--- src/sdram_pkg.sv ---
package sdram_pkg;

    // host word address splits into row and column
    localparam int addr_w = 22;
    localparam int row_w  = 13;
    localparam int col_w  = 9;

    localparam int init_wait_cycles = 9750;                     // ~100us at 96MHz
    localparam int init_cnt_w       = $clog2(init_wait_cycles + 1);
    localparam int cas_latency      = 2;

    typedef logic [init_cnt_w-1:0] init_cnt_t;

    // power-up waits, loaded after each init command is staged
    localparam init_cnt_t init_wait_load = init_cnt_t'(init_wait_cycles);
    localparam init_cnt_t prech_wait     = init_cnt_t'(2);
    localparam init_cnt_t ref_wait       = init_cnt_t'(11);
    localparam init_cnt_t mode_wait      = init_cnt_t'(3);

    // {cs_n, ras_n, cas_n, we_n}
    localparam logic [3:0] cmd_load_mode   = 4'b0000;
    localparam logic [3:0] cmd_autorefresh = 4'b0001;
    localparam logic [3:0] cmd_precharge   = 4'b0010;
    localparam logic [3:0] cmd_activate    = 4'b0011;
    localparam logic [3:0] cmd_write       = 4'b0100;
    localparam logic [3:0] cmd_read        = 4'b0101;
    localparam logic [3:0] cmd_nop         = 4'b0111;

    localparam logic [row_w-1:0] a_prech_all = 13'h0400;       // a10 selects all banks

    typedef struct packed {
        logic [2:0] reserved;
        logic       write_burst_single;
        logic [1:0] op_mode;
        logic [2:0] cas_lat;
        logic       burst_type;                                 // 0 = sequential
        logic [2:0] burst_len;                                  // 000 = 1, 001 = 2
    } mode_reg_t;

    typedef struct packed {
        logic [1:0]       unused;
        logic             auto_precharge;                       // a10
        logic             spare;
        logic [col_w-1:0] col;
    } col_word_t;

    // same 13 address pins, read as mode word or as column word
    typedef union packed {
        mode_reg_t mode;
        col_word_t col;
    } sdram_a_t;

    typedef struct packed {
        logic [3:0] cmd;
        sdram_a_t   a;
        logic [1:0] dqm;                                        // [1] upper byte
        logic       drive;                                      // controller owns dq
        logic [7:0] wdata;
    } sdram_pins_t;

    typedef struct packed {
        logic              rd;
        logic              refresh;
        logic              wr;
        logic              mode_change;
        logic              burst2;
        logic [addr_w-1:0] addr;
        logic [7:0]        data;
        logic [1:0]        mask;
    } host_req_t;

    typedef logic [2:0] seq_phase_t;

    localparam seq_phase_t ph_idle     = 3'd0;
    localparam seq_phase_t ph_rw       = 3'd2;
    localparam seq_phase_t ph_rw_done  = 3'd3;
    localparam seq_phase_t ph_cap_lo   = 3'd4;
    localparam seq_phase_t ph_cap_hi   = 3'd5;
    localparam seq_phase_t ph_mode_gap = 3'd7;

    localparam sdram_pins_t pins_idle = '{cmd: cmd_nop, a: '0, dqm: 2'b00,
                                          drive: 1'b0, wdata: 8'h00};

    // cl=2, sequential, single-word writes
    function automatic mode_reg_t mode_word(input logic burst2);
        mode_reg_t m;
        m = '0;
        m.write_burst_single = 1'b1;
        m.cas_lat            = 3'(cas_latency);
        m.burst_len          = {2'b00, burst2};
        return m;
    endfunction

endpackage

--- src/sdram_cmd_seq.sv ---
`timescale 1ns/10ps
module sdram_cmd_seq (
    input  logic                   clk,
    input  logic                   rst,
    input  sdram_pkg::host_req_t   req,
    input  sdram_pkg::sdram_pins_t init_pins,
    input  logic                   init_busy,
    output sdram_pkg::sdram_pins_t pins,
    output sdram_pkg::seq_phase_t  phase,
    output logic                   read_cycle,
    output logic                   mode_ack
);

    sdram_pkg::host_req_t held;             // request parked behind a mode load
    sdram_pkg::host_req_t cur;              // request looked at in phase 0
    logic                 hold;
    logic                 go;
    logic                 park;
    logic                 take;
    logic                 wr_cyc;
    logic                 rf_cyc;
    logic [sdram_pkg::col_w-1:0] col_r;

    assign cur = hold ? held : req;
    assign go  = cur.rd | cur.wr | cur.refresh;

    // a request meeting a mode load is kept for the next phase 0
    assign park = !init_busy && (req.rd | req.wr | req.refresh) &&
                  ((phase == sdram_pkg::ph_idle && req.mode_change) ||
                   phase == sdram_pkg::ph_mode_gap);
    assign take = !init_busy && phase == sdram_pkg::ph_idle && !req.mode_change && go;

    always_ff @(posedge clk) begin
        if (park) begin
            held <= req;
        end
        if (take) begin
            col_r <= cur.addr[sdram_pkg::col_w-1:0];
        end
    end

    always_ff @(posedge clk or posedge rst) begin
        if (rst) begin
            pins       <= sdram_pkg::pins_idle;
            phase      <= sdram_pkg::ph_idle;
            read_cycle <= 1'b0;
            wr_cyc     <= 1'b0;
            rf_cyc     <= 1'b0;
            mode_ack   <= 1'b0;
            hold       <= 1'b0;
        end else if (init_busy) begin
            pins <= init_pins;                  // power-up owns the pins
        end else begin
            mode_ack <= 1'b0;
            pins.cmd <= sdram_pkg::cmd_nop;
            if (park) begin
                hold <= 1'b1;
            end else if (take) begin
                hold <= 1'b0;
            end
            case (phase)
                sdram_pkg::ph_idle: begin
                    if (req.mode_change) begin  // mode first, then requests
                        pins.cmd    <= sdram_pkg::cmd_load_mode;
                        pins.a.mode <= sdram_pkg::mode_word(req.burst2);
                        mode_ack    <= 1'b1;
                        phase       <= sdram_pkg::ph_mode_gap;
                    end else if (go) begin
                        pins.cmd   <= (cur.wr | cur.rd) ? sdram_pkg::cmd_activate
                                                        : sdram_pkg::cmd_autorefresh;
                        pins.a     <= cur.addr[sdram_pkg::addr_w-1:sdram_pkg::col_w]; // row
                        pins.dqm   <= cur.wr ? cur.mask : 2'b00;
                        pins.wdata <= cur.data;
                        wr_cyc     <= cur.wr;
                        read_cycle <= cur.rd;
                        rf_cyc     <= cur.refresh;
                        phase      <= phase + 1'b1;
                    end
                end
                sdram_pkg::ph_rw: begin
                    // refresh only needs the nops
                    pins.cmd   <= wr_cyc ? sdram_pkg::cmd_write :
                                  rf_cyc ? sdram_pkg::cmd_nop : sdram_pkg::cmd_read;
                    pins.a.col <= '{unused: 2'b00, auto_precharge: 1'b1, spare: 1'b0,
                                    col: col_r};
                    pins.drive <= wr_cyc;       // bus driven with the write only
                    phase      <= phase + 1'b1;
                end
                sdram_pkg::ph_rw_done: begin
                    pins.drive <= 1'b0;
                    pins.dqm   <= 2'b00;
                    phase      <= phase + 1'b1;
                end
                sdram_pkg::ph_cap_hi, sdram_pkg::ph_mode_gap: begin
                    phase <= sdram_pkg::ph_idle;    // spare nop after a mode load
                end
                default: begin
                    phase <= phase + 1'b1;
                end
            endcase
        end
    end

endmodule

--- config.mk ---
export PLATFORM = sky130hd
export DESIGN_NAME = sdram_cmd_seq
export DESIGN_NICKNAME = d
export VERILOG_FILES = /design/src/sdram_pkg.sv /design/src/sdram_cmd_seq.sv
export SDC_FILE = /design/constraint.sdc
export NUM_CORES = 1
export LEC_CHECK = 0
export ABC_AREA = 1
export BUFFER_PORTS_ARGS = -buffer_cell sky130_fd_sc_hd__buf_2
export CAP_MARGIN = 20
export CELL_PAD_IN_SITES_DETAIL_PLACEMENT = 0
export CELL_PAD_IN_SITES_GLOBAL_PLACEMENT = 2
export CORE_MARGIN = 5
export CORE_UTILIZATION = 31
export DETAILED_ROUTE_END_ITERATION = 8
export PLACE_DENSITY = 0.78
export SLEW_MARGIN = 10
export SYNTH_ARGS = -nofsm -noshare
export SYNTH_HDL_FRONTEND = slang
export SYNTH_SLANG_ARGS = --single-unit
--- constraint.sdc ---
create_clock -name clk -period 3.8 [get_ports clk]
set_clock_uncertainty 0.1 [all_clocks]
set_input_delay 0.76 -clock clk [delete_from_list [all_inputs] [get_ports clk]]
set_output_delay 0.76 -clock clk [all_outputs]
set_load 0.03 [all_outputs]
* After elaboration in Yosys (flattened, before gate mapping)
Index checks and enable logic that the tools add are counted.
** Word-level totals
- Bits in registers :: 82
- Output and inout port bits :: 33
- Word-level logic and storage cells :: 81
** Operators by class
- Add/sub/neg operators :: 1
- Eq/ne operators :: 9
- Multiplexer cells :: 22
- Bitwise operators :: 6
- Reductions and logical operators :: 23
** Operator list (number)
- 37-bit 2-to-1 mux :: 1
- 17-bit one-hot mux with 2 select lines :: 1
- 28-bit 2-to-1 mux :: 1
- 8-bit 2-to-1 mux :: 3
- 18-bit 2-to-1 mux :: 1
- 16-bit 2-to-1 mux :: 1
- 2-bit 2-to-1 mux :: 5
- 3-bit != test (second input constant) :: 3
- 3-bit nonzero test :: 3
- 3-bit by 2-bit == test with 1-bit output (second input constant) :: 2
- 3-bit == test (second input constant) :: 2
- 1-bit logical AND :: 6
- 3-bit 2-to-1 mux :: 2
- 3-bit one-hot mux with 2 select lines :: 1
- 2-bit AND reduction :: 3
- 3-bit AND reduction :: 2
- 2-bit nonzero test :: 3
- 1-bit 2-to-1 mux :: 4
- 4-bit != test (second input constant) :: 1
- 1-bit bitwise OR :: 4
- 2-bit one-hot mux with 2 select lines :: 1
- 4-bit AND reduction :: 1
- 3-bit by 1-bit adder with 3-bit output (second input constant) :: 1
- 3-bit logical NOT :: 1
- 6 further kinds :: 8

* Depth between registers and ports, before layout
- Depth in word-level cells :: 7
- Depth in mapped cells :: 11

* Least setup slack after synthesis
OpenSTA, ideal clock, no wires.
- Path type :: input -> register
- Start :: input port init_busy
- End :: register held[0] in the netlist's numbering (enable)
- Data arrival time :: 2901 ps
- Slack :: 372 ps
- Cell stages on the path :: 5
- Path through :: buf_2 > inv_2 > clkbuf_1 > o21ai_0 > nor2_1
** Between the ends
- Longest elaborated chain between the ends :: 3
** RTL lines
- start, declared :: line sdram_cmd_seq.sv:7 : input logic init_busy,
- 1-bit logical NOT :: line sdram_cmd_seq.sv:28 : assign park = !init_busy && (req.rd | req.wr | req.refresh) &&
- 1-bit logical AND (2 in a row) :: line sdram_cmd_seq.sv:28
- named net park :: line sdram_cmd_seq.sv:18 : logic park;
- end signal, assigned :: line sdram_cmd_seq.sv:35 : held <= req;
- end, declared :: line sdram_cmd_seq.sv:14 : sdram_pkg::host_req_t held;
The timed path passes the listed nets, and every way through them passes these cells.
A chain may end at the register's enable or synchronous reset.

* Worst setup path in the final report
- Start :: register phase[0]
- End :: register held[21] in the netlist's numbering (enable)
** Between the ends
- Longest elaborated chain between the ends :: 4
- Elaborated cells on any way between the ends :: 5
- Classes of those cells :: eq/ne (1); reduce/logical (4)
** RTL lines
- start, declared :: line sdram_cmd_seq.sv:9 : output sdram_pkg::seq_phase_t phase,
- start signal, assigned :: line sdram_cmd_seq.sv:45 : phase <= sdram_pkg::ph_idle;
- start signal, assigned :: line sdram_cmd_seq.sv:67 : phase <= sdram_pkg::ph_mode_gap;
- start signal, assigned :: line sdram_cmd_seq.sv:77 : phase <= phase + 1'b1;
- 3-bit logical NOT :: line sdram_cmd_seq.sv:29 : ((phase == sdram_pkg::ph_idle && req.mode_change) ||
- 1-bit logical AND :: line sdram_cmd_seq.sv:29
- 1-bit logical OR (*) :: line sdram_cmd_seq.sv:29
- 1-bit logical AND (*) :: line sdram_cmd_seq.sv:28
- named net park :: line sdram_cmd_seq.sv:18
The timed path passes the listed nets; every way through them passes the cells marked *.

==> impl_metrics.py <==
metrics = {
    "logic_synthesis": {
        "avgSynthCellArea_um2": 8.89,
        "yosysTopAreaCell": "edfxtp_1",
        "syn_inst": 428,
        "syn_area_mm2": 0.00381,
        "synth_area_leaders": "edfxtp_1 35%, dfrtp_1 22%, nand2_1 15%",
        "synth_edf_count": 44,
        "async_flop_share_pct": 45.0,
        "synth_top_area_share_pct": 34.7,
        "post-synth-top-count-cell": "nand2_1",
        "yosysSeqAreaShare_pct": 58.5,
        "ys_types": 29,
        "synth-warning-count": 0,
        "ys_seq_elements": 80,
        "synthFlopType": "edfxtp_1",
        "synthTopCellsByCount": "155 x nand2_1, 44 x edfxtp_1, 35 x a21oi_1",
        "syn_nets": 501,
    },
    "timing": {
        "slew_headroom_pct": 59.3,
        "min_period_ns": 2.51,
        "finalHoldViolations": 0,
        "setup_tns_ns": 0,
        "setup-violations-final": 0,
        "fmax_ghz": 0.398,
        "layout_worst_path_cycle_share_pct": 66.1,
        "rsz0062_at_grt": "false",
        "slew_viol_final": 0,
        "tightest_slew_ns": 0.610,
    },
    "floorplanning": {
        "die_y_um": 121,
        "coreArea_mm2": 0.0120,
        "dieArea_mm2": 0.0146,
        "floorplan.initialDensity_pct": 31.7,
        "rows": 40,
        "die_w_um": 121,
        "io_pins": 101,
    },
    "placement": {
        "dpl.hpwl_mm": 7.44,
        "port_buffers": 100,
        "gp_congestion": 0.771,
    },
    "power": {
        "ir_worst_vdd_v": 0.000270,
        "power.density_mw_per_mm2": 717,
        "cellLeakagePower_nw": 2.29,
        "totalPowerFinal_w": 0.00339,
    },
    "cts": {
        "post_cts_buffers": 0,
        "cts_tree": "built",
        "path_clk_slew_ns": 0.06,
        "cts_max_level": 3,
        "holdBufCountCts": 0,
        "cts.path.max_buffers": 2,
        "insertion_delay_ns": 0.34,
        "clock_sinks": 80,
        "root_buffer": "clkbuf_16",
        "cts_buffers": 9,
        "cts_resized": 0,
    },
    "critical_path": {
        "critPathArrivalTime_ns": 2.41,
        "start_kind": "register",
        "cp-end-kind": "register",
        "worstSetupPathType": "register to register",
        "rr_worst_depth": 7,
        "crit_fanout": 29,
        "rr_startpoint": "phase[0]",
        "crit_start": "phase[0]",
        "worst_path_max_delay_cell": "buf_4",
        "worstPathCellList": "inv_1, ha_1, nand2_1, nor2_2, o21ai_0, nor2_4, buf_4",
        "max_stage_delay_ns": 0.41,
        "worstPathRequired_ns": 3.69,
    },
    "hold_path": {
        "worstHoldPathCells": 2,
        "hold_start": "mode_ack",
        "hold_path.class": "register to register",
    },
    "finish": {
        "fin_util_pct": 39.4,
        "drive_above_1_share_pct": 26.1,
        "antenna_cells": 0,
        "areaGrowthSynthToFinish_pct": 24.3,
        "nets": 597,
    },
    "grt": {
        "grt_overflow_total": 0,
        "grt_pass1_vias": 3173,
        "antenna_found_initial": 0,
        "grt_max_degree": 38,
        "grt_pass1_wl_mm": 16.2,
        "grtUsageTotal_pct": 14.4,
    },
    "route": {
        "drt_iter0_markers": 151,
        "first_pass_iters": 4,
        "totalWireLength_mm": 10.1,
        "postRouteAntennaNets": 0,
        "via_count": 3106,
        "drc": 0,
        "wl_per_cell_um": 15.0,
        "vias_per_cell": 4.59,
    },
    "job": {
        "drv_cap": 0,
    },
    "status": {
        "status": "finished clean",
    },
}
==> cells by family (layout without fill, tap and decap cells) <==
group | Yosys count | after routing | synth area share [%]
buf+inv | 57 | 158 | 6.57
mux | 3 | 3 | 0.789
fa+ha+maj | 5 | 5 | 1.64
simple gates | 218 | 218 | 23.5
compound gates | 65 | 65 | 9.01
flops | 80 | 80 | 58.5
==> layer usage <==
layer	GRT usage [%]	part of all wire, %	vias up
met3	3.60	5.2	8
met5	0	0	-
met2	22.9	46	81
li1	-	-	1583
met4	5.81	1.1	0
met1	18.9	48	1434
==> flip-flops by register name, summed over array words and instances, names as in the netlist <==
register / cells
col_r: 9
held: 35
hold: 1
mode_ack: 1
phase: 3
pins: 28
read_cycle: 1
rf_cyc: 1
wr_cyc: 1
==> report_power, final <==
group | total, W | internal [W] | switching, W
sequential | 0.00125 | 0.00114 | 0.000105
clock | 0.000907 | 0.000569 | 0.000338
combinational | 0.00124 | 0.000354 | 0.000883
==> through the flow <==
stage	hold slack [ns]	area, um2	setup WS [ns]	cells
finish	0.381	4730	1.29	676
global route	0.408	4730	1.12	676
CTS	0.391	4730	1.25	676
detailed placement	0.375	4420	0.950	660
global placement	0.368	4420	1.03	660
floorplan	0.353	3810	0.372	428
==> path summary, 6_finish.rpt <==
| check | slack, ns | end |
|---|---|---|
| max in group asynchronous | 2.82 | pins[24] |
| hold / removal | 0.38 | mode_ack |
| setup reg to reg | 1.29 | held[21] |
| hold reg to reg | 0.38 | mode_ack |
| setup / recovery | 1.29 | held[21] |
| min in group asynchronous | 0.43 | pins[27] |
==> area by class of cell <==
| cell class | count | area [um2] |
|---|---|---|
| inverter | 38 | 143 |
| sequential | 80 | 2230 |
| multi-input combinational | 291 | 1340 |
| clock buffer | 9 | 225 |
| clock inverter | 7 | 86.3 |
| timing repair buffer | 104 | 531 |
| fill | 1273 | 7280 |
| tap | 147 | 184 |
==> worst max-delay path, delay by kind of cell, from the launching register on <==
kind / cells / cell delay [ns]
and+or+nand+nor: 3 / 0.67
buffers and inverters: 2 / 0.55
DFF: 1 / 0.40
AOI/OAI and AO/OA: 1 / 0.23
adders and majority gates: 1 / 0.20
==> cell usage in the layout (no fill, tap or decap), types with 2 or more instances in the layout <==
cell       instances
clkinv_2           3
nor2_1            28
dfstp_2            3
o21ai_0           20
a21oi_1           35
nor2_2             3
nand2_2            4
nand2_1          155
buf_4              4
inv_1             34
clkbuf_16          9
mux2i_1            3
buf_2            100
nand3_1           21
dfrtp_1           33
o21ai_1            3
bufinv_16          2
o211ai_1           3
edfxtp_1          44
ha_1               5
nor3_1             2
inv_2              4
(Power assumes the default switching activity.)
