`src/sdram_pkg.sv`:
```
package sdram_pkg;

    // host word address splits into row and column
    localparam int addr_w = 22;
    localparam int row_w  = 13;
    localparam int col_w  = 9;

    localparam int init_wait_cycles = 9750;                     // ~100us at 96MHz
    localparam int init_cnt_w       = $clog2(init_wait_cycles + 1);
    localparam int cas_latency      = 2;

    typedef logic [init_cnt_w-1:0] init_cnt_t;

    // power-up waits, loaded after each init command is staged
    localparam init_cnt_t init_wait_load = init_cnt_t'(init_wait_cycles);
    localparam init_cnt_t prech_wait     = init_cnt_t'(2);
    localparam init_cnt_t ref_wait       = init_cnt_t'(11);
    localparam init_cnt_t mode_wait      = init_cnt_t'(3);

    // {cs_n, ras_n, cas_n, we_n}
    localparam logic [3:0] cmd_load_mode   = 4'b0000;
    localparam logic [3:0] cmd_autorefresh = 4'b0001;
    localparam logic [3:0] cmd_precharge   = 4'b0010;
    localparam logic [3:0] cmd_activate    = 4'b0011;
    localparam logic [3:0] cmd_write       = 4'b0100;
    localparam logic [3:0] cmd_read        = 4'b0101;
    localparam logic [3:0] cmd_nop         = 4'b0111;

    localparam logic [row_w-1:0] a_prech_all = 13'h0400;       // a10 selects all banks

    typedef struct packed {
        logic [2:0] reserved;
        logic       write_burst_single;
        logic [1:0] op_mode;
        logic [2:0] cas_lat;
        logic       burst_type;                                 // 0 = sequential
        logic [2:0] burst_len;                                  // 000 = 1, 001 = 2
    } mode_reg_t;

    typedef struct packed {
        logic [1:0]       unused;
        logic             auto_precharge;                       // a10
        logic             spare;
        logic [col_w-1:0] col;
    } col_word_t;

    // same 13 address pins, read as mode word or as column word
    typedef union packed {
        mode_reg_t mode;
        col_word_t col;
    } sdram_a_t;

    typedef struct packed {
        logic [3:0] cmd;
        sdram_a_t   a;
        logic [1:0] dqm;                                        // [1] upper byte
        logic       drive;                                      // controller owns dq
        logic [7:0] wdata;
    } sdram_pins_t;

    typedef struct packed {
        logic              rd;
        logic              refresh;
        logic              wr;
        logic              mode_change;
        logic              burst2;
        logic [addr_w-1:0] addr;
        logic [7:0]        data;
        logic [1:0]        mask;
    } host_req_t;

    typedef logic [2:0] seq_phase_t;

    localparam seq_phase_t ph_idle     = 3'd0;
    localparam seq_phase_t ph_rw       = 3'd2;
    localparam seq_phase_t ph_rw_done  = 3'd3;
    localparam seq_phase_t ph_cap_lo   = 3'd4;
    localparam seq_phase_t ph_cap_hi   = 3'd5;
    localparam seq_phase_t ph_mode_gap = 3'd7;

    localparam sdram_pins_t pins_idle = '{cmd: cmd_nop, a: '0, dqm: 2'b00,
                                          drive: 1'b0, wdata: 8'h00};

    // cl=2, sequential, single-word writes
    function automatic mode_reg_t mode_word(input logic burst2);
        mode_reg_t m;
        m = '0;
        m.write_burst_single = 1'b1;
        m.cas_lat            = 3'(cas_latency);
        m.burst_len          = {2'b00, burst2};
        return m;
    endfunction

endpackage

```
`src/sdram_req_front.sv`:
```
`timescale 1ns/10ps
module sdram_req_front (
    input  logic                          clk,
    input  logic                          rst,
    input  logic                          read_sync,
    input  logic                          read_req,
    input  logic [sdram_pkg::addr_w-1:0]  sdram_addr,
    input  logic                          downloading,
    input  logic                          prog_we,
    input  logic [sdram_pkg::addr_w-1:0]  prog_addr,
    input  logic [7:0]                    prog_data,
    input  logic [1:0]                    prog_mask,
    input  logic                          mode_ack,
    output sdram_pkg::host_req_t          req
);

    logic sync_q;                                   // sampled read_sync
    logic sync_last;                                // previous sample, for toggle
    logic want_q;                                   // host wants data
    logic dl_q;                                     // delayed downloading
    logic dl_last;
    logic we_q;
    logic toggle;

    logic [sdram_pkg::addr_w-1:0] rd_addr_q;
    logic [sdram_pkg::addr_w-1:0] wr_addr_q;
    logic [7:0]                   data_q;
    logic [1:0]                   mask_q;

    // request register
    logic                         rd_r;
    logic                         rf_r;
    logic                         wr_r;
    logic                         mc_r;
    logic                         b2_r;
    logic [sdram_pkg::addr_w-1:0] addr_r;
    logic [7:0]                   data_r;
    logic [1:0]                   mask_r;

    assign toggle = sync_q != sync_last;

    always_ff @(posedge clk or posedge rst) begin
        if (rst) begin
            sync_q    <= 1'b0;
            sync_last <= 1'b0;
            want_q    <= 1'b0;
            dl_q      <= 1'b0;
            dl_last   <= 1'b0;
            we_q      <= 1'b0;
            rd_r      <= 1'b0;
            rf_r      <= 1'b0;
            wr_r      <= 1'b0;
            mc_r      <= 1'b0;
            b2_r      <= 1'b0;              // power-up mode is burst of 1
        end else begin
            sync_q    <= read_sync;
            sync_last <= sync_q;
            want_q    <= read_req;
            dl_q      <= downloading;
            dl_last   <= dl_q;
            we_q      <= prog_we;
            rd_r      <= ~dl_q & toggle & want_q;
            rf_r      <= ~dl_q & toggle & ~want_q;  // no data wanted, refresh instead
            wr_r      <= dl_q & we_q;
            if (dl_q != dl_last) begin      // either edge asks for a new mode
                mc_r <= 1'b1;
                b2_r <= ~dl_q;
            end else if (mode_ack) begin
                mc_r <= 1'b0;
            end
        end
    end

    always_ff @(posedge clk) begin
        rd_addr_q <= sdram_addr;
        wr_addr_q <= prog_addr;
        data_q    <= prog_data;
        mask_q    <= prog_mask;
        addr_r    <= dl_q ? wr_addr_q : rd_addr_q;  // one address field for both paths
        data_r    <= data_q;
        mask_r    <= mask_q;
    end

    assign req = '{rd: rd_r, refresh: rf_r, wr: wr_r, mode_change: mc_r, burst2: b2_r,
                   addr: addr_r, data: data_r, mask: mask_r};

endmodule

```
`config.mk`:
```
export PLATFORM = sky130hd
export DESIGN_NAME = sdram_req_front
export DESIGN_NICKNAME = d
export VERILOG_FILES = /design/src/sdram_pkg.sv /design/src/sdram_req_front.sv
export SDC_FILE = /design/constraint.sdc
export NUM_CORES = 1
export LEC_CHECK = 0
export BUFFER_PORTS_ARGS = -buffer_cell sky130_fd_sc_hd__buf_2
export CAP_MARGIN = 20
export CORE_ASPECT_RATIO = 1.5
export CORE_UTILIZATION = 50
export DETAILED_ROUTE_END_ITERATION = 12
export PLACE_DENSITY_LB_ADDON = 0.15
export SETUP_SLACK_MARGIN = 0.2
export SYNTH_ARGS = -nofsm -noshare
export SYNTH_HDL_FRONTEND = slang
export SYNTH_SLANG_ARGS = --single-unit
```
`constraint.sdc`:
```
create_clock -name clk -period 3 [get_ports clk]
set_input_delay 0.45 -clock clk [delete_from_list [all_inputs] [get_ports clk]]
set_output_delay 0.45 -clock clk [all_outputs]
set_load 0.02 [all_outputs]
```
; ---- After elaboration in Yosys (flattened, before gate mapping)
; Index checks and enable logic that the tools add are counted.
[word_totals]
elab_cells = 30
input_bits = 61
output_inout_bits = 37
reg_bits = 97
[op_classes]
muxes = 3
reduce_logical = 1
n_bitwise = 6
n_eq_ne = 2
[ops]
columns = cell, n
row1 = $mux 22, 1
row2 = $and 1x1->1, 4
row3 = $mux 1, 2
row4 = $ne 1x1->1, 2
row5 = $not 1->1, 2
row6 = $reduce_bool 2->1, 1

; ---- Longest topological paths before layout
; Gate-level depths: netlist (run 1).
[logic_depth]
ltp_word = 3
ltp_mapped = 4
depth_no_buf = 2

; ---- Least setup slack after synthesis (run 1)
; No wires, ideal clock.
[synth_timing]
path_kind = register to register
startpoint = register dl_q
endpoint = register addr_r[13] (netlist bit)
required_ps = 2879
slack_ps = 1954
setup_time_ps = 121
path_buffers = 2
period_less_slack_ps = 1046
arrival_time_ps = 925
path_stages_with_launch = 4
path_cell_list = dfrtp_1 > buf_6 > buf_6 > mux2_4
[synth_between]
elab_chain_len = 1
[synth_lines]
columns = item, line_no
row1 = from (decl), sdram_req_front.sv:20  ; logic dl_q;
row2 = from (signal assigned), sdram_req_front.sv:59  ; dl_q <= downloading;
row3 = $mux 22, sdram_req_front.sv:79  ; addr_r <= dl_q ? wr_addr_q : rd_addr_q;
row4 = to (signal assigned), sdram_req_front.sv:79
row5 = to (decl), sdram_req_front.sv:36  ; logic [sdram_pkg::addr_w-1:0] addr_r;
; Every way passes these cells.
; A chain may end at the register's enable or synchronous reset.

; ---- Worst setup path in the final report (run 1)
[layout_timing]
startpoint = register dl_q
endpoint = register addr_r[1] (netlist bit)
; Same word-level chain as after synthesis.

==> impl_metrics.json, run 1 <==
{
  "place_area_um2": 2940,
  "synth-main-ff-cell": "dfxtp_1",
  "ant_nets": 0,
  "rr_worst_depth": 2,
  "finalClockSkew_ns": 0.01195,
  "status": "complete, no violations",
  "critPathTopFamily": "flip-flops",
  "layout.nets": 299,
  "r2r-start": "dl_q$_DFF_PP0_",
  "ff2ff_setup_slack_ns": 1.35,
  "cts_tree": "yes",
  "via_per_inst": 4.163,
  "crit_path_start": "dl_q$_DFF_PP0_",
  "grt_usage_pct": 15.42,
  "grt_setup_unrepaired": "false",
  "portBuffers": 97,
  "antenna_found_initial": 0,
  "setup_viol": 0,
  "fmax_ghz": 0.6052,
  "relSlewSlack_pct": 54.88,
  "hold_buffers": 0,
  "worst-path-buf-inv": 1,
  "wl_per_cell_um": 11.73,
  "dr.pass1.iters": 4,
  "start_util_pct": 53.01,
  "die_h_um": 87.69,
  "yosysSeqAreaShare_pct": 81.60,
  "timing.hold.ws_ns": 0.06128,
  "synth_common_cells": "86 x dfxtp_1, 16 x mux2_4, 11 x dfrtp_1",
  "clock_latency_ns": 0.35,
  "yosysWarnings": 0,
  "syn2layout_area_growth_pct": 27.81,
  "crit_cells": 2,
  "synthArstFlopShare_pct": 11.34,
  "syn_area_um2": 2447,
  "grt_pass1_vias": 1303,
  "syn_avg_cell_area_um2": 17.86,
  "num_vias": 1278,
  "synth_top_cell_area_share_pct": 70.35,
  "hpwl_um": 2621,
  "power_leakage_uw": 0.001525,
  "grt_pass1_wl_um": 5423,
  "cts_setup_buffers": 0,
  "drive_gt1_share_pct": 55.97,
  "first_iter_violations": 32,
  "synth_edf_count": 0,
  "synth_area_leaders": "dfxtp_1 70%, dfrtp_1 11%, mux2_4 9.8%, mux2_2 2.8%, buf_4 1.5%",
  "fillCellCount": 363,
  "ys_seq_elements": 97,
  "period_share_pct": 55.08,
  "slew_viol_final": 0,
  "root_buffer": "clkbuf_8",
  "end_kind": "flip-flop",
  "drc": 0,
  "synth.largest_area_cell": "dfxtp_1",
  "hold_viol": 0,
  "synth_most_common_cell": "dfxtp_1",
  "critPathKind": "reg -> reg",
  "num_antenna_cells": 0,
  "pin_count": 98,
  "crit_path_cell_trace": "buf_4 > mux2_2",
  "place.gp.congestion": 0.6772,
  "synth.distinct_cells": 14,
  "core-area_um2": 4617,
  "grt_max_degree": 19,
  "fp-row-count": 30,
  "synthCells": 137,
  "synthesis.nets": 198,
  "path_clk_slew_ns": 0.10,
  "stdcell_area_um2": 3128,
  "cts_resized": 0,
  "hold_path_class": "in -> async",
  "die-area_um2": 5184,
  "cts_made_buffers": 9,
  "grt_overflow": 0,
  "power.density_nw_per_um2": 741.4,
  "die_w_um": 59.13,
  "totalWireLength_um": 3602,
  "crit_arrival_ns": 1.90,
  "worstSetupStartpointType": "flip-flop",
  "cp_data_required_time_ns": 3.24,
  "h-tree-depth": 3,
  "tns_ns": 0,
  "slowest_delay_ns": 0.79,
  "cts.sinks": 97,
  "fin_crit_ns": 1.652,
  "cap_violations": 0,
  "slowest_stage": "dfrtp_1",
  "clockBufferDepth": 2,
  "irDropWorstVdd_uv": 480.3,
  "crit_path_max_fanout": 15,
  "tightest_slew_ns": 0.6768
}
==> layout by cell type, fill, tap and decap left out, drive strengths merged, types with 2 or more instances in the layout <==
| cell | n |
|---|---|
| mux2 | 22 |
| dfrtp | 11 |
| xnor2 | 2 |
| buf | 98 |
| inv | 6 |
| clkinv | 3 |
| clkbuf | 9 |
| dfxtp | 86 |
==> flip-flops by register name (all words and copies together), names as in the netlist, 2 cells and up <==
| register | count |
|---|---|
| data_r | 8 |
| wr_addr_q | 22 |
| mask_r | 2 |
| data_q | 8 |
| mask_q | 2 |
| rd_addr_q | 22 |
| addr_r | 22 |
==> cell type report <==
cell class	instances	area (µm²)	area share, %
clock buffers	9	123.9	3.960
clock inverters	7	63.81	2.040
inverters	3	11.26	0.3600
multi-input cells	29	359.1	11.48
flip-flops and latches	97	1997	63.84
well taps	64	80.08	2.560
repair buffers	98	493.0	15.76
==> cell families (layout without fill, tap and decap cells) <==
kind of cell    count (synthesis)  count (layout)  share of synthesized area (%)
simple gates                    3               3                         0.7670
compound gates                  1               1                         0.2043
fa+ha+maj                       1               1                         0.4090
flops                          97              97                          81.59
buf+inv                        11             117                          3.732
mux                            22              22                          12.58
xor+xnor                        2               2                         0.7159
==> layer usage <==
layer	vias up	GRT usage [%]	routed length [µm]
li1	636	-	-
met1	570	13.39	1225
met2	63	26.34	1916
met3	9	8.124	372
met4	0	11.04	88
met5	-	0	0
==> power breakdown <==
group	internal [µW]	leakage, µW	switching [µW]
sequential	1370	0.000858	23.9
combinational	86.1	0.000574	82.0
clock	316	0.0000934	444
==> metrics by stage <==
stage / setup WS, ns / std cells / utilization (%) / power, µW
after CTS: 1.316 / 307 / 67.75 / 2350
after detailed placement: 1.342 / 291 / 63.69 / 1592
final: 1.348 / 307 / 67.75 / 2319
after floorplan: 1.954 / 137 / - / 1522
after global routing: 1.261 / 307 / 67.75 / 2416
after global placement: 1.392 / 291 / 63.69 / 1585
==> path summary, 6_finish.rpt <==
check,endpoint
worst min register to register,data_r[7]$_DFF_P_
worst max register to register,addr_r[1]$_DFF_P_
worst min-delay path,wr_r$_DFF_PP0_
min in group clk,wr_addr_q[4]$_DFF_P_
max in group asynchronous,sync_last$_DFF_PP0_
worst max-delay path,addr_r[1]$_DFF_P_
Power figures use the tool's default switching activity.
==> run 2, diff against run 1 <==
--- a/config.mk
+++ b/config.mk
@@ -8,7 +8,7 @@
 export BUFFER_PORTS_ARGS = -buffer_cell sky130_fd_sc_hd__buf_2
 export CAP_MARGIN = 20
 export CORE_ASPECT_RATIO = 1.5
-export CORE_UTILIZATION = 50
+export CORE_UTILIZATION = 46
 export DETAILED_ROUTE_END_ITERATION = 12
 export PLACE_DENSITY_LB_ADDON = 0.15
 export SETUP_SLACK_MARGIN = 0.2
==> constraint.sdc (replaced) <==
create_clock -name clk -period 1.6 [get_ports clk]
set_input_delay 0.24 -clock clk [delete_from_list [all_inputs] [get_ports clk]]
set_output_delay 0.24 -clock clk [all_outputs]
set_load 0.02 [all_outputs]
==> impl_metrics.json, run 2 (synthesis results as in run 1) <==
{
  "crit_arrival_ns": 0.89,
  "final_cell_mix": "97 x buf_2, 86 x dfxtp_1, 59 x dlygate4sd3_1",
  "r2r-end": "b2_r$_DFFE_PP0P_",
  "start_util_pct": 47.75,
  "critPathTopFamily": "flip-flops",
  "gr-usage-met1_pct": 15.56,
  "core-area_um2": 5125,
  "hold_path_class": "in -> reg",
  "pwr-share-seq_pct": 58.2,
  "dr.pass1.iters": 6,
  "clockBufferDepth": 2,
  "clock_latency_ns": 0.34,
  "hold_viol": 0,
  "internal_power_uw": 3446,
  "tns_ns": 0,
  "power.density_nw_per_um2": 1199,
  "layout.nets": 359,
  "grt_pass1_vias": 1603,
  "switching_share_pct": 22.97,
  "grt_usage_pct": 17.21,
  "hpwl_um": 2437,
  "first_iter_violations": 33,
  "slew_viol_final": 0,
  "ff2ff_setup_slack_ns": 0.49,
  "h-tree-depth": 3,
  "path_clk_slew_ns": 0.09,
  "final_util_pct": 72.80,
  "crit_path_cell_trace": "buf_2",
  "fp-row-count": 32,
  "fin_crit_ns": 1.126,
  "ant_nets": 0,
  "r2r-start": "dl_q$_DFF_PP0_",
  "cts.sinks": 97,
  "min_from": "mode_ack",
  "final_common_cell": "buf_2",
  "pin_count": 98,
  "reg_top3": "addr_r x22, rd_addr_q x22, wr_addr_q x22",
  "totalWireLength_um": 4338,
  "grt_overflow": 0,
  "combPwrFrac_pct": 9.8,
  "fin_ws_ns": 0.4741,
  "die_w_um": 61.56,
  "use_met2_pct": 30.65,
  "status": "complete, no violations",
  "met3_usage_pct": 7.550,
  "tightest_slew_ns": 0.4028,
  "place.gp.congestion": 0.6470,
  "critPathKind": "reg -> out",
  "cts_made_buffers": 9,
  "antenna_found_initial": 0,
  "period_share_pct": 70.37,
  "die-area_um2": 5622,
  "via_per_inst": 4.084,
  "p_sw_uw": 1027,
  "portBuffers": 97,
  "finalNonFillerCells": 371,
  "worst-path-buf-inv": 1,
  "irDropWorstVdd_uv": 928.8,
  "grt_pass1_wl_um": 6824,
  "num_antenna_cells": 0,
  "drc": 0,
  "setup_viol": 0,
  "syn2layout_area_growth_pct": 52.45,
  "dp_slack_ns": 0.4951,
  "wl_per_cell_um": 11.69,
  "grt.busiest_layer": "met2",
  "relSlewSlack_pct": 73.12,
  "hold_end": "mc_r$_DFFE_PP0P_",
  "grt_max_degree": 18,
  "root_buffer": "clkbuf_8",
  "cts_tree": "yes",
  "rr_worst_depth": 3,
  "finalClockSkew_ns": 0.007713,
  "p_clk_share_pct": 32.0,
  "end_kind": "primary output",
  "cts_setup_buffers": 0,
  "worstSetupStartpointType": "flip-flop",
  "die_h_um": 91.34,
  "cap_violations": 0,
  "crit_path_max_fanout": 2,
  "cp_data_required_time_ns": 1.36,
  "fmax_ghz": 0.8882,
  "crit_cells": 1,
  "hold_depth": 2,
  "slowest_stage": "dfrtp_1",
  "power_leakage_uw": 0.001778,
  "num_vias": 1515,
  "grt_setup_unrepaired": "false",
  "drive_gt1_share_pct": 45.21,
  "dp_cells": 296,
  "slowest_delay_ns": 0.39
}
[run 2: cell count changes in the layout (fill, tap and decap cells not counted)]
cell	before	now
buf_4	1	2
clkbuf_8	9	10
clkinv_4	1	2
dlygate4sd3_1	0	59
clkinv_8	1	0
inv_6	3	1
inv_8	0	1
[run 2: repair_timing]
action                                 4_1_cts  5_1_grt
endpoints found under the hold margin       69        0
resized for setup                            0        0
hold buffers                                59        0
[run 2: area by class of cell]
| class | count | area (µm²) |
|---|---|---|
| flip-flops and latches | 97 | 1997 |
| repair buffers | 158 | 1091 |
| clock buffers | 10 | 137.6 |
| inverters | 3 | 11.26 |
| clock inverters | 6 | 50.05 |
| well taps | 68 | 85.08 |
| multi-input cells | 29 | 359.1 |
| fillers | 380 | 1394 |
[run 2: layer usage]
metal / vias up / part of all wire [%]
li1: 757 / -
met1: 687 / 35
met2: 61 / 56
met3: 10 / 5.9
met4: 0 / 3.0
met5: - / 0
[run 2: power groups by stage]
| stage | clock, µW | sequential, µW | combinational (µW) |
|---|---|---|---|
| 2_1_floorplan | 0 | 2730 | 128 |
| 3_3_place_gp | 0 | 2650 | 321 |
| 3_5_place_dp | 0 | 2660 | 326 |
| 4_1_cts | 1480 | 2600 | 439 |
| 5_1_grt | 1600 | 2620 | 472 |
| 6_report | 1430 | 2600 | 440 |
[run 2: worst max path at each step]
| stage | startpoint | slack (ns) | to |
|---|---|---|---|
| after CTS | b2_r$_DFFE_PP0P_ | 0.45 | req[32] |
| after global placement | dl_q$_DFF_PP0_ | 0.51 | b2_r$_DFFE_PP0P_ |
| after global routing | mc_r$_DFFE_PP0P_ | 0.43 | req[33] |
| after floorplan | dl_q$_DFF_PP0_ | 0.55 | addr_r[13]$_DFF_P_ |
| after detailed placement | dl_q$_DFF_PP0_ | 0.50 | b2_r$_DFFE_PP0P_ |
| final | b2_r$_DFFE_PP0P_ | 0.47 | req[32] |
[run 2: stage by stage]
step,power (µW),area (µm²),hold slack [ns]
after global placement,2975,2953,0.2422
after global routing,4693,3731,0.09764
final,4473,3731,0.07545
after floorplan,2854,2447,0.09244
after detailed placement,2982,2953,0.2459
after CTS,4525,3731,0.06245
